===== src/common/per2axi_defines.svh =====
// Width settings for the peripheral-to-AXI bridge
// Shared by both type packages, the busy unit and the testbench

`ifndef PER2AXI_DEFINES_SVH
`define PER2AXI_DEFINES_SVH

// Number of peripheral requesters, also the one-hot ID width
`define PER2AXI_PER_ID_WIDTH 5

// Binary AXI ID, must cover the requester count
`define PER2AXI_AXI_ID_WIDTH 3

// Byte address on both sides
`define PER2AXI_AXI_ADDR_WIDTH 32

// AXI data bus, two 32-bit lanes
`define PER2AXI_AXI_DATA_WIDTH 64

// Outstanding-transaction counter
`define PER2AXI_BUSY_CNT_WIDTH 4

`endif


===== src/common/per_pkg.sv =====
// Peripheral interconnect types
// Requester ID, address, data and byte enables of the req/gnt bus

`default_nettype none

`include "per2axi_defines.svh"

package per_pkg;

   // ************************************************************
   // Request side
   // ************************************************************

   // One-hot requester ID, one bit per master port
   typedef logic [`PER2AXI_PER_ID_WIDTH-1:0] per_id_t;

   // Byte address as issued by the master
   typedef logic [31:0] per_addr_t;

   // Single 32-bit word, write data and read data alike
   typedef logic [31:0] per_data_t;

   // One enable per byte of the word
   typedef logic [3:0] per_be_t;

   // ************************************************************
   // Response side
   // ************************************************************
   // The response reuses per_id_t for the returned one-hot ID
   // and per_data_t for the read data; opc is a single flag,
   // high when the slave reported an error

endpackage

`default_nettype wire


===== src/common/axi_pkg.sv =====
// AXI4 master side types
// Binary ID, address, strobes, response codes and the 64-bit data word
// with its raw and per-lane views

`default_nettype none

`include "per2axi_defines.svh"

package axi_pkg;

   // Binary transaction ID, one value per requester
   typedef logic [`PER2AXI_AXI_ID_WIDTH-1:0] axi_id_t;

   // Byte address on AW and AR
   typedef logic [`PER2AXI_AXI_ADDR_WIDTH-1:0] axi_addr_t;

   // One strobe per byte of the data bus
   typedef logic [`PER2AXI_AXI_DATA_WIDTH/8-1:0] axi_strb_t;

   // Response code on R and B
   typedef enum logic [1:0] {
      OKAY   = 2'b00,
      EXOKAY = 2'b01,
      SLVERR = 2'b10,
      DECERR = 2'b11
   } axi_resp_e;

   // ************************************************************
   // Data word
   // ************************************************************

   // Two 32-bit lanes, hi holds bytes 7..4
   typedef struct packed {
      logic [`PER2AXI_AXI_DATA_WIDTH/2-1:0] hi;
      logic [`PER2AXI_AXI_DATA_WIDTH/2-1:0] lo;
   } axi_lanes_t;

   // Raw view as it travels on the bus
   // Lane view for steering writes and picking read data
   typedef union packed {
      logic [`PER2AXI_AXI_DATA_WIDTH-1:0] raw;
      axi_lanes_t                         lanes;
   } axi_data_u;

endpackage

`default_nettype wire


===== src/common/per2axi_trans_if.sv =====
// Granted-transaction record
// Published by the request channel in the cycle of each grant,
// read by the response channel and the busy unit

`timescale 1ns/1ps
`default_nettype none

interface per2axi_trans_if;

   import axi_pkg::*;

   // High for exactly the grant cycle
   logic      trans_req;
   // Binary ID of the granted requester
   axi_id_t   trans_id;
   // Request address, bit 2 picks the data lane
   axi_addr_t trans_add;
   // High for a write, low for a read
   logic      trans_we;

   // Request channel side
   modport master (output trans_req, output trans_id, output trans_add, output trans_we);

   // Response channel and busy unit side
   modport slave (input trans_req, input trans_id, input trans_add, input trans_we);

endinterface

`default_nettype wire


===== src/source/per2axi_req_channel.sv =====
// Request channel of the bridge
// Turns each peripheral request into an AR beat or an AW/W pair,
// encodes the one-hot ID and steers write data into its 32-bit lane

`timescale 1ns/1ps
`default_nettype none

`include "per2axi_defines.svh"

module per2axi_req_channel
(
   // Peripheral request
   input  wire logic                per_slave_req_i,
   input  wire per_pkg::per_addr_t  per_slave_add_i,
   input  wire logic                per_slave_we_i,
   input  wire per_pkg::per_be_t    per_slave_be_i,
   input  wire per_pkg::per_data_t  per_slave_wdata_i,
   input  wire per_pkg::per_id_t    per_slave_id_i,
   output logic                     per_slave_gnt_o,

   // AXI write address
   output logic                     axi_aw_valid_o,
   output axi_pkg::axi_addr_t       axi_aw_addr_o,
   output axi_pkg::axi_id_t         axi_aw_id_o,
   input  wire logic                axi_aw_ready_i,
   // AXI write data
   output logic                     axi_w_valid_o,
   output axi_pkg::axi_data_u       axi_w_data_o,
   output axi_pkg::axi_strb_t       axi_w_strb_o,
   input  wire logic                axi_w_ready_i,
   // AXI read address
   output logic                     axi_ar_valid_o,
   output axi_pkg::axi_addr_t       axi_ar_addr_o,
   output axi_pkg::axi_id_t         axi_ar_id_o,
   input  wire logic                axi_ar_ready_i,

   // Granted-transaction record
   per2axi_trans_if.master          trans
);

   import axi_pkg::*;

   axi_id_t axi_id;

   // ************************************************************
   // ID encoding
   // ************************************************************
   // One-hot to binary, OR of the indices of the set bits
   always_comb
   begin
      axi_id = '0;
      for (int unsigned i = 0; i < `PER2AXI_PER_ID_WIDTH; i++)
      begin
         if (per_slave_id_i[i])
         begin
            axi_id = axi_id | axi_id_t'(i);
         end
      end
   end

   // ************************************************************
   // Address channels
   // ************************************************************
   // Valids only follow req and we, never ready
   assign axi_ar_valid_o = per_slave_req_i & ~per_slave_we_i;
   assign axi_aw_valid_o = per_slave_req_i & per_slave_we_i;
   assign axi_w_valid_o  = per_slave_req_i & per_slave_we_i;

   // Same address and ID on both address channels
   assign axi_ar_addr_o = per_slave_add_i;
   assign axi_aw_addr_o = per_slave_add_i;
   assign axi_ar_id_o   = axi_id;
   assign axi_aw_id_o   = axi_id;

   // Write lane steering, address bit 2 picks the upper lane
   always_comb
   begin
      axi_w_data_o = '0;
      if (per_slave_add_i[2])
      begin
         axi_w_data_o.lanes.hi = per_slave_wdata_i;
         axi_w_strb_o          = {per_slave_be_i, 4'b0000};
      end
      else
      begin
         axi_w_data_o.lanes.lo = per_slave_wdata_i;
         axi_w_strb_o          = {4'b0000, per_slave_be_i};
      end
   end

   // Grant follows ready; a write needs AW and W accepted together
   assign per_slave_gnt_o = per_slave_we_i ? (axi_aw_ready_i & axi_w_ready_i) : axi_ar_ready_i;

   // Publish every granted request
   assign trans.trans_req = per_slave_req_i & per_slave_gnt_o;
   assign trans.trans_id  = axi_id;
   assign trans.trans_add = per_slave_add_i;
   assign trans.trans_we  = per_slave_we_i;

endmodule

`default_nettype wire


===== src/source/per2axi_res_channel.sv =====
// Response channel of the bridge
// Merges R and B into the peripheral response, R first, and picks
// the read lane recorded when the read was granted

`timescale 1ns/1ps
`default_nettype none

`include "per2axi_defines.svh"

module per2axi_res_channel
(
   input  wire logic                clk_i,
   input  wire logic                rst_ni,

   // Peripheral response
   output logic                     per_slave_r_valid_o,
   output logic                     per_slave_r_opc_o,
   output per_pkg::per_id_t         per_slave_r_id_o,
   output per_pkg::per_data_t       per_slave_r_rdata_o,

   // AXI read data
   input  wire logic                axi_r_valid_i,
   input  wire axi_pkg::axi_data_u  axi_r_data_i,
   input  wire axi_pkg::axi_resp_e  axi_r_resp_i,
   input  wire axi_pkg::axi_id_t    axi_r_id_i,
   output logic                     axi_r_ready_o,
   // AXI write response
   input  wire logic                axi_b_valid_i,
   input  wire axi_pkg::axi_resp_e  axi_b_resp_i,
   input  wire axi_pkg::axi_id_t    axi_b_id_i,
   output logic                     axi_b_ready_o,

   // Granted-transaction record
   per2axi_trans_if.slave           trans
);

   import per_pkg::*;
   import axi_pkg::*;

   // One lane bit per AXI ID
   logic [(1 << `PER2AXI_AXI_ID_WIDTH)-1:0] lane_sel_q;
   per_data_t                               r_lane;

   // ************************************************************
   // Lane buffer
   // ************************************************************
   // Written at the edge that ends a granted read
   always_ff @(posedge clk_i, negedge rst_ni)
   begin
      if (!rst_ni)
      begin
         lane_sel_q <= '0;
      end
      else if (trans.trans_req && !trans.trans_we)
      begin
         lane_sel_q[trans.trans_id] <= trans.trans_add[2];
      end
   end

   // Upper or lower 32 bits of the R beat
   assign r_lane = lane_sel_q[axi_r_id_i] ? axi_r_data_i.lanes.hi : axi_r_data_i.lanes.lo;

   // Reads are always accepted
   assign axi_r_ready_o = 1'b1;

   // ************************************************************
   // Response merging
   // ************************************************************
   always_comb
   begin
      per_slave_r_valid_o = 1'b0;
      per_slave_r_opc_o   = 1'b0;
      per_slave_r_id_o    = '0;
      per_slave_r_rdata_o = '0;
      axi_b_ready_o       = 1'b1;
      if (axi_r_valid_i)
      begin
         // R wins, B stays pending for a later cycle
         per_slave_r_valid_o = 1'b1;
         per_slave_r_opc_o   = (axi_r_resp_i == SLVERR) || (axi_r_resp_i == DECERR);
         per_slave_r_id_o    = per_id_t'(1) << axi_r_id_i;
         per_slave_r_rdata_o = r_lane;
         axi_b_ready_o       = 1'b0;
      end
      else if (axi_b_valid_i)
      begin
         per_slave_r_valid_o = 1'b1;
         per_slave_r_opc_o   = (axi_b_resp_i == SLVERR) || (axi_b_resp_i == DECERR);
         per_slave_r_id_o    = per_id_t'(1) << axi_b_id_i;
      end
   end

endmodule

`default_nettype wire


===== src/source/per2axi_busy_unit.sv =====
// Busy unit of the bridge
// Counts granted transactions against forwarded responses and flags
// the bridge busy while any remain outstanding

`timescale 1ns/1ps
`default_nettype none

`include "per2axi_defines.svh"

module per2axi_busy_unit
(
   input  wire logic       clk_i,
   input  wire logic       rst_ni,

   // Granted-transaction record
   per2axi_trans_if.slave  trans,

   // One pulse per forwarded response
   input  wire logic       per_slave_r_valid_i,

   output logic            busy_o
);

   logic [`PER2AXI_BUSY_CNT_WIDTH-1:0] cnt_q;
   logic [`PER2AXI_BUSY_CNT_WIDTH-1:0] cnt_d;

   // Grant and response in one cycle cancel out
   always_comb
   begin
      case ({trans.trans_req, per_slave_r_valid_i})
         2'b10:   cnt_d = cnt_q + 1'b1;
         2'b01:   cnt_d = cnt_q - 1'b1;
         default: cnt_d = cnt_q;
      endcase
   end

   // busy follows the next count, one cycle after grant or last response
   always_ff @(posedge clk_i, negedge rst_ni)
   begin
      if (!rst_ni)
      begin
         cnt_q  <= '0;
         busy_o <= 1'b0;
      end
      else
      begin
         cnt_q  <= cnt_d;
         busy_o <= (cnt_d != '0);
      end
   end

endmodule

`default_nettype wire


===== src/source/per2axi.sv =====
// Peripheral interconnect to AXI4 master bridge
// Single 32-bit requests become single-beat AXI transactions on a
// 64-bit bus; R and B beats come back as one-hot responses

`timescale 1ns/1ps
`default_nettype none

module per2axi
(
   input  wire logic                clk_i,
   input  wire logic                rst_ni,

   // ************************************************************
   // Peripheral interconnect slave
   // ************************************************************
   // Request
   input  wire logic                per_slave_req_i,
   input  wire per_pkg::per_addr_t  per_slave_add_i,
   input  wire logic                per_slave_we_i,
   input  wire per_pkg::per_be_t    per_slave_be_i,
   input  wire per_pkg::per_data_t  per_slave_wdata_i,
   input  wire per_pkg::per_id_t    per_slave_id_i,
   output logic                     per_slave_gnt_o,
   // Response
   output logic                     per_slave_r_valid_o,
   output logic                     per_slave_r_opc_o,
   output per_pkg::per_id_t         per_slave_r_id_o,
   output per_pkg::per_data_t       per_slave_r_rdata_o,

   // ************************************************************
   // AXI4 master
   // ************************************************************
   // Write address
   output logic                     axi_aw_valid_o,
   output axi_pkg::axi_addr_t       axi_aw_addr_o,
   output axi_pkg::axi_id_t         axi_aw_id_o,
   input  wire logic                axi_aw_ready_i,
   // Write data
   output logic                     axi_w_valid_o,
   output axi_pkg::axi_data_u       axi_w_data_o,
   output axi_pkg::axi_strb_t       axi_w_strb_o,
   input  wire logic                axi_w_ready_i,
   // Read address
   output logic                     axi_ar_valid_o,
   output axi_pkg::axi_addr_t       axi_ar_addr_o,
   output axi_pkg::axi_id_t         axi_ar_id_o,
   input  wire logic                axi_ar_ready_i,
   // Read data
   input  wire logic                axi_r_valid_i,
   input  wire axi_pkg::axi_data_u  axi_r_data_i,
   input  wire axi_pkg::axi_resp_e  axi_r_resp_i,
   input  wire axi_pkg::axi_id_t    axi_r_id_i,
   output logic                     axi_r_ready_o,
   // Write response
   input  wire logic                axi_b_valid_i,
   input  wire axi_pkg::axi_resp_e  axi_b_resp_i,
   input  wire axi_pkg::axi_id_t    axi_b_id_i,
   output logic                     axi_b_ready_o,

   // High while any transaction is outstanding
   output logic                     busy_o
);

   // Granted-transaction record shared by the three blocks
   per2axi_trans_if trans ();

   // Request translation, drives the record
   per2axi_req_channel req_channel_i (
      .per_slave_req_i   (per_slave_req_i),
      .per_slave_add_i   (per_slave_add_i),
      .per_slave_we_i    (per_slave_we_i),
      .per_slave_be_i    (per_slave_be_i),
      .per_slave_wdata_i (per_slave_wdata_i),
      .per_slave_id_i    (per_slave_id_i),
      .per_slave_gnt_o   (per_slave_gnt_o),
      .axi_aw_valid_o    (axi_aw_valid_o),
      .axi_aw_addr_o     (axi_aw_addr_o),
      .axi_aw_id_o       (axi_aw_id_o),
      .axi_aw_ready_i    (axi_aw_ready_i),
      .axi_w_valid_o     (axi_w_valid_o),
      .axi_w_data_o      (axi_w_data_o),
      .axi_w_strb_o      (axi_w_strb_o),
      .axi_w_ready_i     (axi_w_ready_i),
      .axi_ar_valid_o    (axi_ar_valid_o),
      .axi_ar_addr_o     (axi_ar_addr_o),
      .axi_ar_id_o       (axi_ar_id_o),
      .axi_ar_ready_i    (axi_ar_ready_i),
      .trans             (trans.master)
   );

   // Response merging and read-lane selection
   per2axi_res_channel res_channel_i (
      .clk_i               (clk_i),
      .rst_ni              (rst_ni),
      .per_slave_r_valid_o (per_slave_r_valid_o),
      .per_slave_r_opc_o   (per_slave_r_opc_o),
      .per_slave_r_id_o    (per_slave_r_id_o),
      .per_slave_r_rdata_o (per_slave_r_rdata_o),
      .axi_r_valid_i       (axi_r_valid_i),
      .axi_r_data_i        (axi_r_data_i),
      .axi_r_resp_i        (axi_r_resp_i),
      .axi_r_id_i          (axi_r_id_i),
      .axi_r_ready_o       (axi_r_ready_o),
      .axi_b_valid_i       (axi_b_valid_i),
      .axi_b_resp_i        (axi_b_resp_i),
      .axi_b_id_i          (axi_b_id_i),
      .axi_b_ready_o       (axi_b_ready_o),
      .trans               (trans.slave)
   );

   // Outstanding-transaction tracking
   per2axi_busy_unit busy_unit_i (
      .clk_i               (clk_i),
      .rst_ni              (rst_ni),
      .trans               (trans.slave),
      .per_slave_r_valid_i (per_slave_r_valid_o),
      .busy_o              (busy_o)
   );

endmodule

`default_nettype wire


===== config.mk =====
export PLATFORM = sky130hd
export DESIGN_NAME = per2axi
export DESIGN_NICKNAME = d
export VERILOG_FILES = /design/src/common/per_pkg.sv /design/src/common/axi_pkg.sv /design/src/common/per2axi_trans_if.sv /design/src/source/per2axi_req_channel.sv /design/src/source/per2axi_res_channel.sv /design/src/source/per2axi_busy_unit.sv /design/src/source/per2axi.sv
export VERILOG_INCLUDE_DIRS = /design/src /design/src/common
export SDC_FILE = /design/constraint.sdc
export NUM_CORES = 1
export LEC_CHECK = 0
export BUFFER_PORTS_ARGS = -buffer_cell sky130_fd_sc_hd__buf_4
export CAP_MARGIN = 15
export CORE_AREA = 2 2 134 136
export CTS_CLUSTER_SIZE = 25
export DETAILED_ROUTE_END_ITERATION = 8
export DIE_AREA = 0 0 136 138
export GPL_ROUTABILITY_DRIVEN = 1
export GPL_TIMING_DRIVEN = 0
export HOLD_SLACK_MARGIN = 0.02
export PLACE_DENSITY = 0.49
export SKIP_LAST_GASP = 1
export SLEW_MARGIN = 10
export SYNTH_ARGS = -nofsm -noshare
export SYNTH_HDL_FRONTEND = slang
export SYNTH_SLANG_ARGS = --single-unit

===== constraint.sdc =====
create_clock -name clk_i -period 2.4 [get_ports clk_i]
set_input_delay 0.48 -clock clk_i [delete_from_list [all_inputs] [get_ports clk_i]]
set_output_delay 0.48 -clock clk_i [all_outputs]
set_load 0.005 [all_outputs]

==> results_dict.tcl <==
set metrics [dict create \
    cp-start-kind "input port" \
    seq_area_um2 325.3 \
    setup_ws_ns -0.09544 \
    vias 3450 \
    internal_power_mw 1.210 \
    crit_fanout 10 \
    yosys_most_used_dff "dfrtp_1" \
    mostFrequentLayoutCell "buf_4" \
    worst_setup_path_end_kind "output pin" \
    synth_edf_count 0 \
    seq_power_share 0.189 \
    fill_cells 1988 \
    holdBufCountCts 0 \
    power_density_nw_per_um2 352.5 \
    setup_viol 32 \
    overflow 0 \
    clock_latency_ns 0.24 \
    syn-num-nets 514 \
    drv_slew 0 \
    ys_ff_latch 13 \
    synthToLayoutAreaGrowth_pct 111.0 \
    ctsLongestPathBuffers 2 \
    r2r_slack_ns 0.80 \
    clk_pin_slew_worst_paths_ns 0.04 \
    core_um2 17530 \
    vias_per_cell 3.855 \
    grt_max_degree 14 \
    drt_wl_total_um 12900 \
    path_class "input port to output pin" \
    start_util 0.1397 \
    r2r-start "busy_unit_i.cnt_q[1]" \
    die_y_um 138 \
    synthCells 355 \
    async_reset_ff_frac 1.000 \
    min_path_type "input port to asynchronous set/reset pin" \
    synth_area_per_cell_um2 6.901 \
    cts_made_buffers 3 \
    grt_antenna_before_repair 0 \
    grt_pass1_vias 3475 \
    place_congestion 0.7297 \
    die_w_um 136 \
    drtIter0Drc 53 \
    r2r_cells 6 \
    worstPathArrival_ns 2.02 \
    crit_path_end "per_slave_r_rdata_o[15]" \
    mostFrequentLayoutCells "380 x buf_4, 45 x nand2_1, 40 x nor2b_1" \
    route.detailed.drc 0 \
    p_sw_mw 0.6120 \
    seq_area_frac_synth 0.1328 \
    hpwl_um 11400 \
    hold_viol_final 0 \
    num_rows 49 \
    antenna_cells 0 \
    die_area_um2 18770 \
    cts_tree "done" \
    multi_input_comb_area_um2 1474 \
    sw_frac_of_total 0.3359 \
    rsz0062_at_grt "yes" \
    firstDrtPassIters 4 \
    crit_start "axi_r_id_i[0]" \
    cap_violations 0 \
    io_buffer_count 306 \
    wl_per_cell_um 14.41 \
    relSlewSlack 0.5768 \
    clock-sinks 13 \
    final_antenna_net_count 0 \
    violations "negative setup slack" \
    min_period_ns 2.495 \
    root_buffer "clkbuf_16" \
    max_slew.worst_pin.slew_ns 0.6335 \
    r2r_end "busy_unit_i.busy_o" \
    ys_warn_count 0 \
    htreeDepth 1 \
    cp.required_ns 1.92 \
    grtUsageTotal 0.1277 \
    post-place-ws_ns -0.4640 \
    yosysUniqueCellTypes 35 \
    p_comb_frac 0.641 \
    p_clk_frac 0.170 \
    nets 826 \
    p_leak_nw 2.685 \
    status "finished with violations" \
    final_util 0.2948 \
    ir_worst_vdd_uv 247.7 \
    io_pins 344 \
    finalCritPeriodShare 1.040 \
    fmax_ghz 0.4007 \
    drive_gt1_frac 0.6171 \
    grt_pass1_wl_um 18890 \
    syn_area_um2 2450 \
    skew_ns 0.002221 \
]
==> power by group through the flow <==
| stage | logic, mW | registers (mW) | clock network (mW) |
|---|---|---|---|
| 2_1_floorplan | 0.545 | 0.331 | 0 |
| 3_5_place_dp | 1.15 | 0.347 | 0 |
| 5_1_grt | 1.29 | 0.356 | 0.334 |
| 6_report | 1.17 | 0.345 | 0.310 |
| 3_3_place_gp | 1.15 | 0.349 | 0 |
| 4_1_cts | 1.19 | 0.345 | 0.321 |
==> metal layers <==
metal | track usage | up-vias | part of all wire
met1 | 0.1341 | 1522 | 0.35
met4 | 0.01480 | 0 | 0.0050
li1 | - | 1715 | -
met5 | 0 | - | 0
met3 | 0.03374 | 6 | 0.11
met2 | 0.2550 | 207 | 0.53
==> cells in the mapped netlist, drive strengths merged (2+ instances only) <==
| master | instances | area [µm²] |
|---|---|---|
| nand3 | 37 | 185.2 |
| mux4 | 2 | 52.55 |
| o21ai | 39 | 195.2 |
| dfrtp | 13 | 325.3 |
| mux2i | 2 | 32.53 |
| or2 | 2 | 12.51 |
| nor3 | 2 | 10.01 |
| and2 | 37 | 231.5 |
| clkbuf | 17 | 67.56 |
| ha | 3 | 37.54 |
| nor2 | 6 | 22.52 |
| a22o | 2 | 17.52 |
| xnor2 | 2 | 17.52 |
| nor2b | 40 | 250.2 |
| mux2 | 9 | 101.4 |
| nand2 | 45 | 168.9 |
| nor3b | 4 | 30.03 |
| inv | 4 | 15.01 |
| buf | 76 | 578.1 |
| nand4b | 2 | 17.52 |
==> metrics by stage <==
step | TNS (ns) | std cells | power (mW) | hold slack, ns | instance area [µm²]
2_1_floorplan | 0 | 355 | 0.8761 | 0.1844 | 2456
3_3_place_gp | -14.74 | 890 | 1.501 | 0.3378 | 5040
3_5_place_dp | -13.73 | 890 | 1.496 | 0.3376 | 5040
4_1_cts | -2.361 | 896 | 1.856 | 0.07922 | 5165
5_1_grt | -4.668 | 895 | 1.978 | 0.08708 | 5169
6_report | -1.363 | 895 | 1.822 | 0.07656 | 5169
==> flip-flops by register name, summed over array words and instances, names as in the netlist <==
register	count
busy_unit_i.cnt_q	4
busy_unit_i.busy_o	1
res_channel_i.lane_sel_q	8
==> worst min-delay path by stage <==
stage,slack [ns],cells after the start,endpoint,from
floorplan,0.18,0,busy_unit_i.busy_o,rst_ni
global placement,0.34,1,res_channel_i.lane_sel_q[4],rst_ni
detailed placement,0.34,1,res_channel_i.lane_sel_q[4],rst_ni
CTS,0.08,1,res_channel_i.lane_sel_q[5],rst_ni
global route,0.09,1,res_channel_i.lane_sel_q[5],rst_ni
finish,0.08,1,busy_unit_i.cnt_q[0],rst_ni
==> cell type report <==
| cell class | count | share of cell area |
|---|---|---|
| well taps | 229 | 0.05543 |
| plain buffers | 92 | 0.1285 |
| flip-flops and latches | 13 | 0.06294 |
| repair buffers | 308 | 0.4498 |
| inverters | 4 | 0.002905 |
| clock buffers | 4 | 0.01525 |
| multi-input cells | 245 | 0.2852 |
==> critical path, stage by stage <==
cell and delay (ns):
buf_4 0.13, mux4_2 0.55, mux2i_4 0.18, buf_12 0.15, buf_6 0.14, nand3_1 0.12, o21ai_1 0.12, buf_4 0.13
==> timing repair <==
item / 4_1_cts / 5_1_grt
gates resized for setup: 14 / 5
setup endpoints to repair: 35 / 34
buffers inserted: 2 / 0
==> logic make-up (layout without fill, tap and decap cells) <==
logic type | after synthesis | after routing | share of synthesized area
multiplexers | 13 | 13 | 0.07610
buffers and inverters | 97 | 408 | 0.2697
adder cells (fa/ha/maj) | 3 | 3 | 0.01532
AO/OA/AOI/OAI | 45 | 45 | 0.09959
flip-flops | 13 | 13 | 0.1328
AND/OR/NAND/NOR | 180 | 180 | 0.3943
XOR/XNOR | 3 | 3 | 0.01073
other | 1 | 1 | 0.001531
No activity file was read; power rests on OpenSTA's default activity.
